**src/rtl/cp0_reg_pkg.sv**
```systemverilog
package cp0_reg_pkg;

    // Coprocessor 0 register numbers
    typedef enum logic [4:0] {
        INDEX     = 5'd0,
        RANDOM    = 5'd1,
        ENTRY_LO0 = 5'd2,
        ENTRY_LO1 = 5'd3,
        WIRED     = 5'd6,
        COUNT     = 5'd9,
        ENTRY_HI  = 5'd10,
        COMPARE   = 5'd11,
        STATUS    = 5'd12,
        CAUSE     = 5'd13,
        EPC       = 5'd14
    } cp0_reg_e;

    //////////////////////////////
    // Register field layouts
    //////////////////////////////

    typedef struct packed {
        logic [15:0] zero_hi;
        logic [7:0]  im;
        logic [5:0]  zero_lo;
        logic        exl;
        logic        ie;
    } status_t;

    typedef struct packed {
        logic        bd;
        logic [14:0] zero_hi;
        logic [7:0]  ip;
        logic        zero_mid;
        logic [4:0]  exc_code;
        logic [1:0]  zero_lo;
    } cause_t;

    typedef struct packed {
        logic [5:0]  zero_hi;
        logic [19:0] pfn;
        logic [2:0]  zero_lo;
        logic        d;
        logic        v;
        logic        g;
    } entry_lo_t;

    typedef struct packed {
        logic [18:0] vpn2;
        logic [4:0]  zero_mid;
        logic [7:0]  asid;
    } entry_hi_t;

    typedef struct packed {
        logic        p;
        logic [25:0] zero_mid;
        logic [4:0]  idx;
    } index_t;

    // One 32-bit word seen through each register layout
    typedef union packed {
        logic [31:0] raw;
        status_t     status;
        cause_t      cause;
        entry_lo_t   entry_lo;
        entry_hi_t   entry_hi;
        index_t      index;
    } cp0_word_u;

    // Write enables, one per writable register
    typedef struct packed {
        logic index;
        logic entry_lo0;
        logic entry_lo1;
        logic wired;
        logic count;
        logic entry_hi;
        logic compare;
        logic status;
        logic cause;
        logic epc;
    } cp0_we_t;

endpackage

```
**src/rtl/cp0_exc_pkg.sv**
```systemverilog
package cp0_exc_pkg;

    import cp0_reg_pkg::*;

    // ExcCode values as stored in Cause
    typedef enum logic [4:0] {
        INT  = 5'd0,
        MOD  = 5'd1,
        TLBL = 5'd2,
        TLBS = 5'd3,
        ADEL = 5'd4,
        ADES = 5'd5,
        SYS  = 5'd8,
        BP   = 5'd9,
        RI   = 5'd10,
        OV   = 5'd12
    } exc_code_e;

    // Exception reported by the core
    typedef struct packed {
        logic        valid;
        exc_code_e   code;
        logic        bd;
        logic [31:0] epc;
    } exc_event_t;

    // Result of a TLB probe
    typedef struct packed {
        logic       valid;
        logic       miss;
        logic [4:0] index;
    } tlb_probe_t;

    // Entry read back from the TLB array
    typedef struct packed {
        logic      valid;
        entry_lo_t lo0;
        entry_lo_t lo1;
        entry_hi_t hi;
    } tlb_read_t;

endpackage

```
**src/rtl/cp0_write_decode.sv**
```systemverilog
`timescale 1ns/1ps

module cp0_write_decode
    import cp0_reg_pkg::*;
(
    input  logic     clk,
    input  logic     arst_n,
    input  logic     we,
    input  cp0_reg_e reg_num,
    output cp0_we_t  wr_en
);

    // One enable per implemented writable register
    always_comb begin
        wr_en = '0;
        if (we) begin
            case (reg_num)
                INDEX:     wr_en.index     = 1'b1;
                ENTRY_LO0: wr_en.entry_lo0 = 1'b1;
                ENTRY_LO1: wr_en.entry_lo1 = 1'b1;
                WIRED:     wr_en.wired     = 1'b1;
                COUNT:     wr_en.count     = 1'b1;
                ENTRY_HI:  wr_en.entry_hi  = 1'b1;
                COMPARE:   wr_en.compare   = 1'b1;
                STATUS:    wr_en.status    = 1'b1;
                CAUSE:     wr_en.cause     = 1'b1;
                EPC:       wr_en.epc       = 1'b1;
                // Random and unimplemented numbers drop the write
                default: ;
            endcase
        end
    end

    // Never more than one register written per cycle
    wr_en_onehot: assert property (
        @(posedge clk) disable iff (!arst_n) $onehot0(wr_en)
    ) else $error("cp0: more than one write enable active");

endmodule

```
**src/rtl/cp0_tlb_regs.sv**
```systemverilog
`timescale 1ns/1ps

module cp0_tlb_regs
    import cp0_reg_pkg::*;
    import cp0_exc_pkg::*;
#(
    parameter int TLB_ENTRIES = 16
) (
    input  logic        clk,
    input  logic        arst_n,
    input  cp0_we_t     wr_en,
    input  cp0_word_u   write_data,
    input  tlb_probe_t  tlb_probe,
    input  tlb_read_t   tlb_read,
    output logic [31:0] index,
    output logic [31:0] random,
    output logic [31:0] wired,
    output entry_lo_t   entry_lo0,
    output entry_lo_t   entry_lo1,
    output entry_hi_t   entry_hi
);

    localparam int IDX_W = $clog2(TLB_ENTRIES);
    localparam logic [IDX_W-1:0] TOP_ENTRY = IDX_W'(TLB_ENTRIES - 1);

    logic             index_p;
    logic [IDX_W-1:0] index_idx;
    logic [IDX_W-1:0] random_q;
    logic [IDX_W-1:0] wired_q;
    entry_lo_t        entry_lo0_q;
    entry_lo_t        entry_lo1_q;
    entry_hi_t        entry_hi_q;
    index_t           index_word;

    // Keep only the implemented EntryLo fields
    function automatic entry_lo_t clean_lo(entry_lo_t lo);
        entry_lo_t res;
        res     = '0;
        res.pfn = lo.pfn;
        res.d   = lo.d;
        res.v   = lo.v;
        res.g   = lo.g;
        return res;
    endfunction

    function automatic entry_hi_t clean_hi(entry_hi_t hi);
        entry_hi_t res;
        res      = '0;
        res.vpn2 = hi.vpn2;
        res.asid = hi.asid;
        return res;
    endfunction

    //////////////////////////////
    // Index, probe has priority
    //////////////////////////////
    always_ff @(posedge clk or negedge arst_n) begin
        if (!arst_n) begin
            index_p   <= 1'b0;
            index_idx <= '0;
        end else if (tlb_probe.valid) begin
            index_p   <= tlb_probe.miss;
            index_idx <= tlb_probe.index[IDX_W-1:0];
        end else if (wr_en.index) begin
            // Software sets the index field only, P is kept
            index_idx <= write_data.index.idx[IDX_W-1:0];
        end
    end

    // EntryLo0/1 and EntryHi, TLB read has priority
    always_ff @(posedge clk or negedge arst_n) begin
        if (!arst_n) begin
            entry_lo0_q <= '0;
            entry_lo1_q <= '0;
            entry_hi_q  <= '0;
        end else if (tlb_read.valid) begin
            entry_lo0_q <= clean_lo(tlb_read.lo0);
            entry_lo1_q <= clean_lo(tlb_read.lo1);
            entry_hi_q  <= clean_hi(tlb_read.hi);
        end else begin
            if (wr_en.entry_lo0)
                entry_lo0_q <= clean_lo(write_data.entry_lo);
            if (wr_en.entry_lo1)
                entry_lo1_q <= clean_lo(write_data.entry_lo);
            if (wr_en.entry_hi)
                entry_hi_q <= clean_hi(write_data.entry_hi);
        end
    end

    //////////////////////////////
    // Random countdown over the unwired entries
    //////////////////////////////
    always_ff @(posedge clk or negedge arst_n) begin
        if (!arst_n) begin
            wired_q  <= '0;
            random_q <= TOP_ENTRY;
        end else if (wr_en.wired) begin
            wired_q  <= write_data.raw[IDX_W-1:0];
            random_q <= TOP_ENTRY;
        end else if (random_q == wired_q) begin
            random_q <= TOP_ENTRY;
        end else begin
            random_q <= random_q - 1'b1;
        end
    end

    always_comb begin
        index_word     = '0;
        index_word.p   = index_p;
        index_word.idx = 5'(index_idx);
    end

    assign index     = index_word;
    assign random    = 32'(random_q);
    assign wired     = 32'(wired_q);
    assign entry_lo0 = entry_lo0_q;
    assign entry_lo1 = entry_lo1_q;
    assign entry_hi  = entry_hi_q;

    random_above_wired: assert property (
        @(posedge clk) disable iff (!arst_n)
        $stable(wired_q) |-> (random_q >= wired_q)
    ) else $error("cp0: Random fell below Wired");

endmodule

```
**src/rtl/cp0_timer.sv**
```systemverilog
`timescale 1ns/1ps

module cp0_timer
    import cp0_reg_pkg::*;
(
    input  logic        clk,
    input  logic        arst_n,
    input  cp0_we_t     wr_en,
    input  logic [31:0] write_data,
    output logic [31:0] count,
    output logic [31:0] compare,
    output logic        timer_int
);

    logic [31:0] count_q;
    logic [31:0] compare_q;
    logic        timer_int_q;
    logic        match;

    assign match = (count_q == compare_q);

    // Free running counter, a write replaces it
    always_ff @(posedge clk or negedge arst_n) begin
        if (!arst_n)
            count_q <= '0;
        else if (wr_en.count)
            count_q <= write_data;
        else
            count_q <= count_q + 32'd1;
    end

    // All ones at reset keeps the match away early on
    always_ff @(posedge clk or negedge arst_n) begin
        if (!arst_n)
            compare_q <= '1;
        else if (wr_en.compare)
            compare_q <= write_data;
    end

    // Sticky until software writes Compare
    always_ff @(posedge clk or negedge arst_n) begin
        if (!arst_n)
            timer_int_q <= 1'b0;
        else if (wr_en.compare)
            timer_int_q <= 1'b0;
        else if (match)
            timer_int_q <= 1'b1;
    end

    assign count     = count_q;
    assign compare   = compare_q;
    assign timer_int = timer_int_q;

endmodule

```
**src/rtl/cp0_exc_regs.sv**
```systemverilog
`timescale 1ns/1ps

module cp0_exc_regs
    import cp0_reg_pkg::*;
    import cp0_exc_pkg::*;
(
    input  logic        clk,
    input  logic        arst_n,
    input  cp0_we_t     wr_en,
    input  cp0_word_u   write_data,
    input  exc_event_t  exc,
    input  logic        eret,
    input  logic [5:0]  hip,
    input  logic        timer_int,
    output status_t     status,
    output cause_t      cause,
    output logic [31:0] epc,
    output logic        irq
);

    status_t     status_q;
    status_t     status_wr;
    logic        bd_q;
    exc_code_e   code_q;
    logic [1:0]  sw_ip_q;
    logic [31:0] epc_q;

    // Writable Status bits
    always_comb begin
        status_wr     = '0;
        status_wr.ie  = write_data.status.ie;
        status_wr.exl = write_data.status.exl;
        status_wr.im  = write_data.status.im;
    end

    //////////////////////////////
    // Exception entry and return
    //////////////////////////////
    always_ff @(posedge clk or negedge arst_n) begin
        if (!arst_n)
            status_q <= '0;
        else if (exc.valid)
            status_q.exl <= 1'b1;
        else if (eret)
            status_q.exl <= 1'b0;
        else if (wr_en.status)
            status_q <= status_wr;
    end

    always_ff @(posedge clk or negedge arst_n) begin
        if (!arst_n) begin
            bd_q    <= 1'b0;
            code_q  <= INT;
            sw_ip_q <= '0;
            epc_q   <= '0;
        end else if (exc.valid) begin
            bd_q   <= exc.bd;
            code_q <= exc.code;
            epc_q  <= exc.epc;
        end else begin
            // Cause write reaches the software IP bits only
            if (wr_en.cause)
                sw_ip_q <= write_data.cause.ip[1:0];
            if (wr_en.epc)
                epc_q <= write_data.raw;
        end
    end

    // Hardware pending bits track the pins, timer shares IP7
    always_comb begin
        cause          = '0;
        cause.bd       = bd_q;
        cause.ip       = {hip[5] | timer_int, hip[4:0], sw_ip_q};
        cause.exc_code = code_q;
    end

    assign status = status_q;
    assign epc    = epc_q;
    assign irq    = status_q.ie & ~status_q.exl & (|(status_q.im & cause.ip));

    // Core never retires an exception and an ERET in one cycle
    exc_eret_exclusive: assert property (
        @(posedge clk) disable iff (!arst_n) !(exc.valid && eret)
    ) else $error("cp0: exception and eret in the same cycle");

endmodule

```
**src/rtl/cp0_read_mux.sv**
```systemverilog
`timescale 1ns/1ps

module cp0_read_mux
    import cp0_reg_pkg::*;
(
    input  cp0_reg_e    reg_num,
    input  logic [31:0] index,
    input  logic [31:0] random,
    input  logic [31:0] wired,
    input  entry_lo_t   entry_lo0,
    input  entry_lo_t   entry_lo1,
    input  entry_hi_t   entry_hi,
    input  logic [31:0] count,
    input  logic [31:0] compare,
    input  status_t     status,
    input  cause_t      cause,
    input  logic [31:0] epc,
    output logic [31:0] read_data
);

    always_comb begin
        case (reg_num)
            INDEX:     read_data = index;
            RANDOM:    read_data = random;
            ENTRY_LO0: read_data = entry_lo0;
            ENTRY_LO1: read_data = entry_lo1;
            WIRED:     read_data = wired;
            COUNT:     read_data = count;
            ENTRY_HI:  read_data = entry_hi;
            COMPARE:   read_data = compare;
            STATUS:    read_data = status;
            CAUSE:     read_data = cause;
            EPC:       read_data = epc;
            // Unimplemented numbers
            default:   read_data = '0;
        endcase
    end

endmodule

```
**src/rtl/cp0.sv**
```systemverilog
`timescale 1ns/1ps

module cp0
    import cp0_reg_pkg::*;
    import cp0_exc_pkg::*;
#(
    parameter int TLB_ENTRIES = 16
) (
    input  logic        clk,
    input  logic        arst_n,
    input  logic        we,
    input  cp0_reg_e    reg_num,
    input  cp0_word_u   write_data,
    input  exc_event_t  exc,
    input  logic        eret,
    input  logic [5:0]  hip,
    input  tlb_probe_t  tlb_probe,
    input  tlb_read_t   tlb_read,
    output logic [31:0] read_data,
    output status_t     status,
    output cause_t      cause,
    output logic [31:0] epc,
    output entry_lo_t   entry_lo0,
    output entry_lo_t   entry_lo1,
    output entry_hi_t   entry_hi,
    output logic [31:0] index,
    output logic        timer_int,
    output logic        irq
);

    cp0_we_t     wr_en;
    logic [31:0] random;
    logic [31:0] wired;
    logic [31:0] count;
    logic [31:0] compare;

    //////////////////////////////
    // Write side
    //////////////////////////////
    cp0_write_decode i_write_decode (
        .clk     (clk),
        .arst_n  (arst_n),
        .we      (we),
        .reg_num (reg_num),
        .wr_en   (wr_en)
    );

    //////////////////////////////
    // Register blocks
    //////////////////////////////
    cp0_tlb_regs #(
        .TLB_ENTRIES (TLB_ENTRIES)
    ) i_tlb_regs (
        .clk        (clk),
        .arst_n     (arst_n),
        .wr_en      (wr_en),
        .write_data (write_data),
        .tlb_probe  (tlb_probe),
        .tlb_read   (tlb_read),
        .index      (index),
        .random     (random),
        .wired      (wired),
        .entry_lo0  (entry_lo0),
        .entry_lo1  (entry_lo1),
        .entry_hi   (entry_hi)
    );

    cp0_timer i_timer (
        .clk        (clk),
        .arst_n     (arst_n),
        .wr_en      (wr_en),
        .write_data (write_data.raw),
        .count      (count),
        .compare    (compare),
        .timer_int  (timer_int)
    );

    cp0_exc_regs i_exc_regs (
        .clk        (clk),
        .arst_n     (arst_n),
        .wr_en      (wr_en),
        .write_data (write_data),
        .exc        (exc),
        .eret       (eret),
        .hip        (hip),
        .timer_int  (timer_int),
        .status     (status),
        .cause      (cause),
        .epc        (epc),
        .irq        (irq)
    );

    // Read side
    cp0_read_mux i_read_mux (
        .reg_num   (reg_num),
        .index     (index),
        .random    (random),
        .wired     (wired),
        .entry_lo0 (entry_lo0),
        .entry_lo1 (entry_lo1),
        .entry_hi  (entry_hi),
        .count     (count),
        .compare   (compare),
        .status    (status),
        .cause     (cause),
        .epc       (epc),
        .read_data (read_data)
    );

endmodule

```
**config.mk**
```make
export PLATFORM = sky130hd
export DESIGN_NAME = cp0
export DESIGN_NICKNAME = d
export VERILOG_FILES = /design/src/rtl/cp0_reg_pkg.sv /design/src/rtl/cp0_exc_pkg.sv /design/src/rtl/cp0_write_decode.sv /design/src/rtl/cp0_tlb_regs.sv /design/src/rtl/cp0_timer.sv /design/src/rtl/cp0_exc_regs.sv /design/src/rtl/cp0_read_mux.sv /design/src/rtl/cp0.sv
export SDC_FILE = /design/constraint.sdc
export NUM_CORES = 1
export LEC_CHECK = 0
export ABC_AREA = 1
export BUFFER_PORTS_ARGS = -buffer_cell sky130_fd_sc_hd__clkbuf_2
export CORE_ASPECT_RATIO = 0.9
export CORE_MARGIN = 10
export CORE_UTILIZATION = 45
export DETAILED_ROUTE_END_ITERATION = 8
export GPL_TIMING_DRIVEN = 0
export PLACE_DENSITY_LB_ADDON = 0.15
export SLEW_MARGIN = 10
export SYNTH_ARGS = -nofsm -noshare
export SYNTH_HDL_FRONTEND = slang
export SYNTH_SLANG_ARGS = --single-unit
```
**constraint.sdc**
```tcl
create_clock -name clk -period 1.42 [get_ports clk]
set_input_delay 0.284 -clock clk [delete_from_list [all_inputs] [get_ports clk]]
set_output_delay 0.284 -clock clk [all_outputs]
set_load 0.01 [all_outputs]
```
; Word-level counts from Yosys, hierarchy flattened
; Index checks and enable logic that the tools add are counted.
[word_totals]
inputBits = 190
out_inout_bits = 258
ff_bits = 224
[op_classes]
muxes = 30
n_bitwise = 7
n_eq_ne = 12
addsub = 2
reduce_logical = 11
[ops]
columns = cell, n
row1 = 32-bit one-hot mux with 11 select lines, 1
row2 = 32-bit two-way mux, 9
row3 = "32-bit by 1-bit adder with 32-bit output, second input constant", 1
row4 = 32-bit equality test, 1
row5 = "5-bit by 4-bit equality test with 1-bit output, second input constant", 6
row6 = 4-bit two-way mux, 4
row7 = 1-bit two-way mux, 14
row8 = 2-bit nonzero test, 6
row9 = "5-bit by 2-bit equality test with 1-bit output, second input constant", 2
row10 = 10-bit two-way mux, 1
row11 = 8-bit AND, 1
row12 = 8-bit OR reduction, 1
row13 = "5-bit by 1-bit equality test with 1-bit output, second input constant", 1
row14 = "5-bit by 3-bit equality test with 1-bit output, second input constant", 1
row15 = 5-bit zero test, 1
row16 = 4-bit equality test, 1
row17 = "4-bit by 1-bit subtractor with 4-bit output, second input constant", 1
row18 = 1-bit NOT, 3
row19 = 3-bit AND reduction, 1
row20 = 3-bit nonzero test, 1
row21 = 1-bit AND, 2
row22 = 2-bit two-way mux, 1
row23 = 2-bit AND reduction, 1
row24 = 1-bit OR, 1

; Logic depth before layout (Yosys ltp)
; Gate-level depths: netlist of run 1.
[logic_depth]
ltp_word = 6
mapped_depth = 10
mapped_depth_nobuf = 10

; Cells and area by module
; Synthesis of run 1 repeated with hierarchy kept, for this count alone.
[unflattened]
hier_cells = 2126
hier_area_um2 = 14590.2
[by_module_without_submodules]
columns = mod, area_per_inst_um2, cells_each, seq_area_each_um2, instances
row1 = cp0_tlb_regs, 4645.7, 559, 2157.1, 1
row2 = cp0_timer, 3667.3, 454, 1666.6, 1
row3 = cp0_read_mux, 3527.1, 772, 0.0, 1
row4 = cp0_exc_regs, 2631.3, 312, 1251.2, 1
row5 = cp0_write_decode, 118.9, 29, 0.0, 1

; Worst setup path before layout of run 1
; No wires, ideal clock.
[synth_path]
path_type = in2out
start = input port reg_num[4]
end = output port read_data[8]
path_stages = 9
setup_slack_ps = -140
arrival_time_ps = 1276
path_cell_list = inv_2 nand2_1 nor2_4 nand2_2 buf_2 buf_2 o211ai_1 nor2_1 nand3_1
[synth_via]
elab_chain_cells = 2
word_cells_on_any_way = 12
cone_classes = eq/ne: 10 / mux: 1 / reduce/logical: 1
[synth_lines]
columns = element, line
row1 = from (decl), cp0.sv:12  ; input cp0_reg_e reg_num,
row2 = "5-bit by 4-bit equality test with 1-bit output, or another cell as far along", cp0_read_mux.sv:22  ; case (reg_num)
row3 = 32-bit one-hot mux with 11 select lines (*), cp0_read_mux.sv:22
row4 = to (decl), cp0.sv:19  ; output logic [31:0] read_data,
; Every way passes the cells marked *; elsewhere a longest branch is shown, timed or not.

; Worst setup path after layout of run 1
[layout_path]
start = register i_timer.timer_int_q, in the netlist i_timer.timer_int
end = output port read_data[15]
[layout_via]
elab_chain_cells = 2
[layout_lines]
columns = element, line
row1 = from (decl), cp0_timer.sv:17  ; logic timer_int_q;
row2 = from (signal assigned), cp0_timer.sv:43  ; timer_int_q <= 1'b0;
row3 = from (signal assigned), cp0_timer.sv:45  ; timer_int_q <= 1'b0;
row4 = from (signal assigned), cp0_timer.sv:47  ; timer_int_q <= 1'b1;
row5 = 1-bit OR, cp0_exc_regs.sv:73  ; cause.ip = {hip[5] | timer_int, hip[4:0], sw_ip_q};
row6 = 32-bit one-hot mux with 11 select lines, cp0_read_mux.sv:22
; No other way between the ends.

==> results by group, run 1 <==
Placement
  • Post-Place Setup Slack: -1.038 ns
  • Placed Instances: 2358
  • DP HPWL: 45.02 mm
  • Routability congestion estimate: 0.9909
  • Buffers on Ports: 332

Clocking
  • CTS tree: done
  • Clk buf depth: 3
  • Inserted Clock Buffers: 24
  • CTS root buf: clkbuf_16
  • CTS H-tree lvls: 1
  • Clk slew on worst S/H paths: 0.06 ns
  • Clock sink total: 201
  • Skew-Pair Late Insertion Delay: 0.53 ns

Min path
  • Hold Path Depth: 3
  • HP Class: input port to flip-flop

Die
  • Core Footprint: 25990 um^2
  • I/O pin count: 448
  • Chip width: 191.0 um
  • Die ar.: 33200 um^2
  • Initial Util: 0.4554
  • Die Y: 173.9 um
  • Rows: 56

Cells and area
  • Final Core Density: 0.7201
  • Fin cells: 2595
  • Area of the multi-input gates: 6606 um^2
  • Area Growth Syn to Fin: 58.12%
  • Fill count: 2080
  • Storage cell area: 5115 um^2
  • Nets: 2417
  • Ratio of cells with drive above 1 in the final layout: 0.4458

Logic synthesis
  • Mapped Avg Cell Area: 7.460 um^2
  • Share of flip-flops with an asynchronous set or reset: 1.000
  • Simple-gate area share of the yosys netlist: 0.2477
  • Count of cell types in the netlist: 44
  • Area of the mapped netlist: 11840 um^2
  • Ys flop type: dfrtp_1
  • Post-synth EDFFs: 0
  • Compound-Gate Fraction of Synth Area: 0.1540
  • Dominant combinational cell family by area after synthesis: simple AND/OR/NAND/NOR gates
  • Mux share of post-synthesis cell area: 0
  • Post-Syn Instances: 1587
  • Ys Warns: 0
  • #FFs+latches synth: 201
  • Register area share after synthesis: 0.4287
  • Synth Area in XOR/XNOR: 0.03107
  • Adder-cell share of the synthesized area: 0.002114

Drt
  • Vias per cell: 5.410
  • DRC: 0
  • Routed wire length: 61.01 mm
  • Final antenna-violating net count: 0
  • Drt pass-1 iters: 6
  • Initial drt markers: 1552
  • Vias: 14040
  • DR WL/cell: 23.51 um

Worst setup path
  • Critical path data required time: 1.14 ns
  • CP arrival: 1.96 ns
  • CP Capture Type: output port
  • Startpoint types: flip-flop
  • CP Class: flip-flop to output port
  • Crit Path Max Fanout: 2
  • Reg2reg path depth: 11

STA
  • Min Tclk post-route: 2.240 ns
  • Final hold violation count: 0
  • Part of the cycle the worst path needs: 1.578
  • Fmax: 446.4 MHz
  • Clk_skew: 0.01159 ns
  • RSZ-0062 raised after global routing: yes
  • Worst Hold Slack: 0.001854 ns
  • Worst Tran Pin Value: 0.9421 ns
  • Final setup fails: 82
  • Setup WS post-layout: -0.8201 ns
  • Slew Limit Headroom: 0.3719
  • Slew Viols, Final: 0

Power
  • Worst vdd ir: 0.8828 mV
  • Sw frac: 0.3553
  • Sw Pwr: 7.494 mW
  • Sequential power share: 0.374
  • Internal power: 13.60 mW
  • Clock share of power: 0.290
  • Power per cell area: 1127 nW/um^2
  • Leak: 9.473 nW
  • Combinational Power Share: 0.335

Global routing
  • Gr usage total: 0.3435
  • Global route overflow: 0
  • Pin count of the biggest net entering global routing: 88
  • First-pass GRT wire length: 87.02 mm
  • Vias in the first global route: 13570
  • Initial antenna violation count: 4

Run status
  • Failing checks: negative setup slack
  • Run status: finished with violations

Job
  • Max_cap viols: 0
==> flip-flops by register name, summed over array words and instances (netlist names) <==
| register | count |
|---|---|
| i_exc_regs.epc | 32 |
| i_timer.compare | 32 |
| i_tlb_regs.entry_lo0 | 23 |
| i_tlb_regs.index_p | 1 |
| i_exc_regs.sw_ip_q | 2 |
| i_exc_regs.status | 10 |
| i_exc_regs.bd_q | 1 |
| i_timer.count | 32 |
| i_timer.timer_int | 1 |
| i_tlb_regs.entry_hi | 27 |
| i_exc_regs.code_q | 5 |
| i_tlb_regs.entry_lo1 | 23 |
| i_tlb_regs.index_idx | 4 |
| i_tlb_regs.random_q | 4 |
| i_tlb_regs.wired_q | 4 |
==> cells in the final DEF (no fill, tap or decap), types with 29 or more instances in the layout <==
cell type and n:
a31oi_1 29, dfrtp_2 32, buf_4 192, nand2_1 441, nand3_1 29, conb_1 90
inv_1 96, o21ai_1 47, dfstp_2 36, buf_6 87, dlygate4sd3_1 29, dfrtp_1 133
inv_2 40, o21ai_0 74, a21oi_1 32, clkbuf_2 280, o211ai_1 49, nand2_2 40
nor2_1 84, buf_2 41
==> final timing paths <==
| kind | startpoint | end | slack (ns) |
|---|---|---|---|
| setup / recovery | i_timer.timer_int$_DFFE_PN0P_ | read_data[15] | -0.82 |
| hold / removal | exc[4] | i_exc_regs.epc[4]$_DFFE_PN0P_ | 0.002 |
| setup reg to reg | i_timer.count[0]$_DFF_PN0_ | i_timer.count[26]$_DFF_PN0_ | -0.39 |
| hold reg to reg | i_tlb_regs.random_q[0]$_DFF_PN1_ | i_tlb_regs.random_q[0]$_DFF_PN1_ | 0.48 |
| max in group asynchronous | arst_n | i_tlb_regs.entry_lo0[6]$_DFFE_PN0P_ | 0.31 |
| min in group asynchronous | arst_n | i_tlb_regs.entry_hi[30]$_DFFE_PN0P_ | 0.28 |
==> stage by stage <==
step	cell area, um^2	TNS (ns)	power (mW)
floorplan	12250	-0.08837	10.43
global placement	14340	-872.35	12.41
detailed placement	14410	-109.86	12.49
CTS	17570	-21.35	19.99
global route	18720	-26.34	21.95
finish	18720	-23.09	21.09
==> per-layer routing <==
metal	up-vias	wire [um]	track usage
met5	-	0	0
met4	0	2120	0.1026
met3	149	7930	0.09031
met2	987	27310	0.5278
met1	6628	23650	0.4620
li1	6276	-	-
==> cell usage after synthesis (27+ instances only) <==
library cell,n,area [um^2]
nand2_1,504,1892
o211ai_1,49,367.9
nand3_1,48,240.2
dfrtp_1,165,4129
a21oi_1,52,260.3
dfstp_2,36,945.9
o21ai_1,27,135.1
buf_2,30,150.1
o21ai_0,110,550.5
xnor2_1,28,245.2
buf_4,101,758.2
a31oi_1,29,181.4
inv_1,139,521.8
nor2_1,111,416.7
==> logic make-up (layout without fill, tap and decap cells) <==
family	count (synthesis)	count (layout)
simple gates	720	720
fa+ha+maj	2	2
flops	201	201
xor+xnor	42	42
buf+inv	312	879
compound gates	309	309
other cells	1	94
==> area by class of cell <==
class	instances	share of cell area
timing repair inverter	1	0.0006016
antenna	4	0.0005347
clock buffer	40	0.03964
tap	348	0.02326
buffer	154	0.06290
multi-input combinational	1163	0.3529
inverter	149	0.03395
clock inverter	4	0.001270
timing repair buffer	531	0.2117
sequential	201	0.2732
==> power groups by stage <==
stage                     clock network (mW)  registers (mW)  logic, mW
after floorplan                            0            7.75       2.68
after global placement                     0            7.87       4.55
after detailed placement                   0            7.88       4.62
after CTS                               6.09            7.82       6.07
after global routing                    6.35            7.99       7.61
final                                   6.12            7.89       7.07
==> critical path: stages (launching register included) <==
cell      delay [ns]
dfrtp_1         0.41
or2_4           0.25
nand2_2         0.06
o21ai_2         0.06
a21oi_4         0.20
nand4_1         0.23
clkbuf_8        0.23
==> what timing repair did <==
action                                  4_1_cts  5_1_grt
endpoints found under the hold margin        66        0
pin swaps                                    83       73
endpoints found under the setup margin      110      173
setup buffers                               127       47
gates cloned                                  1        3
gates resized for setup                     329      287
hold buffers                                 29        0
No activity file was read; power rests on OpenSTA's default activity.
==> run 2, diff against run 1 <==
Settings changed: ABC_AREA 1 to not set.
==> run 2 against run 1 <==
Net effect: the run ends with negative hold slack, negative setup slack left; final area down 0.45%; worst setup slack worse by 0.0068 ns; first-iteration DRC count down 24%; critical path depth down 1; largest cell class unchanged; largest power group unchanged; highest routed layer is now met5.
==> results by group, run 2 <==
Global routing
  • First-pass GRT wire length: 75.98 mm
  • Vias in the first global route: 11940
  • Gr usage total: 0.3090
  • Global route overflow: 0
  • Initial antenna violation count: 3
  • Pin count of the biggest net entering global routing: 93

Logic synthesis
  • Top cells by area, synth: dfrtp_1 (36%), mux2i_1 (9.7%), dfstp_2 (8.3%)
  • Synth cell count leaders: dfrtp_1 (165), nand2_1 (142), mux2i_1 (110)
  • Share of flip-flops with an asynchronous set or reset: 1.000
  • Post-synth EDFFs: 0
  • #FFs+latches synth: 201
  • Leading area contributor after synthesis: dfrtp_1
  • Post-Syn Instances: 1149
  • Cell with the most instances after synthesis: dfrtp_1
  • Ys Warns: 0
  • Mapped Avg Cell Area: 9.921 um^2
  • Area of the mapped netlist: 11400 um^2
  • Register area share after synthesis: 0.4452
  • Ys flop type: dfrtp_1
  • Count of cell types in the netlist: 54
  • Top-area cell type share of the netlist area: 0.3622

Die
  • I/O pin count: 448
  • Core Footprint: 25050 um^2
  • Die ar.: 32110 um^2
  • Initial Util: 0.4551
  • Chip width: 187.8 um
  • Rows: 55
  • Die Y: 171.0 um

Cells and area
  • Nets: 1975
  • Storage cell area: 5104 um^2
  • Fin cells: 2145
  • Commonest cells after routing, fill and taps aside: clkbuf_2 (292), dfrtp_1 (142), buf_4 (138)
  • Fill count: 1705
  • Area Growth Syn to Fin: 63.47%
  • Ratio of cells with drive above 1 in the final layout: 0.5064
  • Most common cell after layout, fill and taps aside: clkbuf_2
  • Area of the multi-input gates: 6611 um^2
  • Cell area after layout: 18640 um^2

STA
  • Worst Tran Pin Value: 0.9593 ns
  • Setup WS post-layout: -0.8270 ns
  • Slew Limit Headroom: 0.3605
  • Part of the cycle the worst path needs: 1.582
  • Fmax: 445.0 MHz
  • Worst Hold Slack: -0.3054 ns
  • Clk_skew: 0.01861 ns
  • Final hold violation count: 43
  • Min Tclk post-route: 2.247 ns
  • Final setup fails: 166
  • RSZ-0062 raised after global routing: yes
  • Slew Viols, Final: 0

Drt
  • Drt pass-1 iters: 8
  • Routed wire length: 55.34 mm
  • Final antenna-violating net count: 0
  • DRC: 0
  • Vias per cell: 5.670
  • DR WL/cell: 25.80 um
  • Vias: 12160
  • Initial drt markers: 1172

Worst setup path
  • Crit path max-delay family: flip-flops
  • CP Class: flip-flop to output port
  • CP Capture Type: output port
  • Crit-path max cell delay: 0.46 ns
  • Worst-path cell chain: or2_4 > a22o_4 > a221oi_2 > nand3_1 > clkbuf_2
  • Critical-path top delay cell: dfrtp_2
  • CP arrival: 1.96 ns
  • Crit Path Max Fanout: 2
  • Critical path data required time: 1.14 ns
  • Startpoint types: flip-flop
  • Sum of buffers and inverters on the critical path: 1

Placement
  • DP HPWL: 35.07 mm
  • Placed Instances: 1908
  • Routability congestion estimate: 0.9204
  • Buffers on Ports: 326
  • Placed instance area: 14240 um^2

Clocking
  • Inserted Clock Buffers: 24
  • Skew-Pair Late Insertion Delay: 0.53 ns
  • CTS root buf: clkbuf_16
  • Clk slew on worst S/H paths: 0.06 ns
  • CTS tree: done
  • Clock sink total: 201
  • CTS H-tree lvls: 1
  • Clk buf depth: 3
  • CTS Hold Bufs: 80

Power
  • Power per cell area: 1130 nW/um^2
  • Worst vdd ir: 0.8211 mV
  • Leak: 9.335 nW

Job
  • Max_cap viols: 0

Run status
  • Run status: finished with violations
  • Failing checks: negative hold slack, negative setup slack

Min path
  • HP Class: input port to async pin
run 2: cell count changes in the layout (fill, tap and decap cells not counted), moves of 30 or more:
| cell | before | now |
|---|---|---|
| a22oi_1 | 0 | 30 |
| a22oi_2 | 0 | 52 |
| buf_4 | 192 | 138 |
| dlygate4sd3_1 | 29 | 80 |
| inv_1 | 96 | 5 |
| inv_2 | 40 | 0 |
| mux2_2 | 0 | 51 |
| mux2i_1 | 0 | 109 |
| nand2_1 | 441 | 117 |
| nor2_1 | 84 | 32 |
| o211ai_1 | 49 | 0 |
| o21ai_0 | 74 | 14 |
| o21ai_1 | 47 | 86 |
run 2: layout make-up:
| class | count | area share |
|---|---|---|
| inverter | 5 | 0.001007 |
| clock buffer | 37 | 0.03921 |
| timing repair buffer | 520 | 0.2183 |
| tap | 342 | 0.02296 |
| clock inverter | 7 | 0.004566 |
| antenna | 2 | 0.0002686 |
| multi-input combinational | 863 | 0.3548 |
| buffer | 168 | 0.08507 |
| sequential | 201 | 0.2739 |
run 2: final timing paths:
| path | cells past startpoint | from | end | slack [ns] |
|---|---|---|---|---|
| worst max-delay path | 5 | i_timer.timer_int$_DFFE_PN0P_ | read_data[15] | -0.83 |
| worst max register to register | 8 | i_timer.count[11]$_DFF_PN0_ | i_timer.count[29]$_DFF_PN0_ | -0.45 |
| worst min register to register | 1 | i_tlb_regs.random_q[0]$_DFF_PN1_ | i_tlb_regs.random_q[0]$_DFF_PN1_ | 0.50 |
| worst min-delay path | 1 | arst_n | i_tlb_regs.entry_lo0[8]$_DFFE_PN0P_ | -0.31 |
| max in group asynchronous | 3 | arst_n | i_exc_regs.epc[1]$_DFFE_PN0P_ | 0.54 |
| min in group clk | 3 | tlb_read[82] | i_tlb_regs.entry_lo0[18]$_DFFE_PN0P_ | 0 |
run 2: kinds of logic (layout without fill, tap and decap cells):
kind of cell | after synthesis | count (layout) | share of synthesized area
AND/OR/NAND/NOR | 285 | 288 | 0.1202
AO/OA/AOI/OAI | 249 | 249 | 0.1347
flip-flops | 201 | 201 | 0.4452
buffers and inverters | 177 | 737 | 0.09329
multiplexers | 166 | 166 | 0.1519
XOR/XNOR | 68 | 68 | 0.05224
adder cells (fa/ha/maj) | 2 | 2 | 0.002195
other | 1 | 92 | 0.0003290
run 2: timing repair:
| action | in CTS | in global routing |
|---|---|---|
| gates cloned | 17 | 10 |
| resized for setup | 200 | 213 |
| endpoints found under the setup margin | 185 | 225 |
| hold endpoints to repair | 123 | 43 |
| pin swaps | 69 | 76 |
| setup buffers | 57 | 42 |
run 2: worst register-to-register path, delay by kind of cell (launching register included):
kind,cells,cell delay (ns)
compound gates,1,0.09
simple gates,3,0.62
buf+inv,3,0.46
xor+xnor,1,0.18
flops,1,0.39
run 2: per-stage QoR:
step	setup slack, ns	TNS [ns]	total power [mW]	utilization
2_1_floorplan	-0.2733	-15.52	10.81	-
3_3_place_gp	-4.023	-894.07	12.68	0.5659
3_5_place_dp	-0.9494	-150.00	12.81	0.5685
4_1_cts	-0.8066	-26.05	20.19	0.7027
5_1_grt	-0.8514	-38.76	21.80	0.7439
6_report	-0.8270	-34.21	21.06	0.7440
run 2: per-layer routing:
| layer | share of wire | GRT usage | wire [um] | vias to the layer above |
|---|---|---|---|---|
| met3 | 0.11 | 0.09361 | 6293 | 170 |
| met4 | 0.041 | 0.1237 | 2288 | 2 |
| met2 | 0.47 | 0.4972 | 25750 | 825 |
| li1 | - | - | - | 5213 |
| met5 | 0.00023 | 0 | 13 | - |
| met1 | 0.38 | 0.3818 | 20990 | 5952 |
run 2: report_power, final:
group | switching (mW) | total, mW | leakage [nW] | internal (mW)
registers | 1.34 | 8.25 | 2.34 | 6.92
clock network | 2.57 | 6.46 | 0.406 | 3.89
logic | 3.27 | 6.35 | 6.59 | 3.08
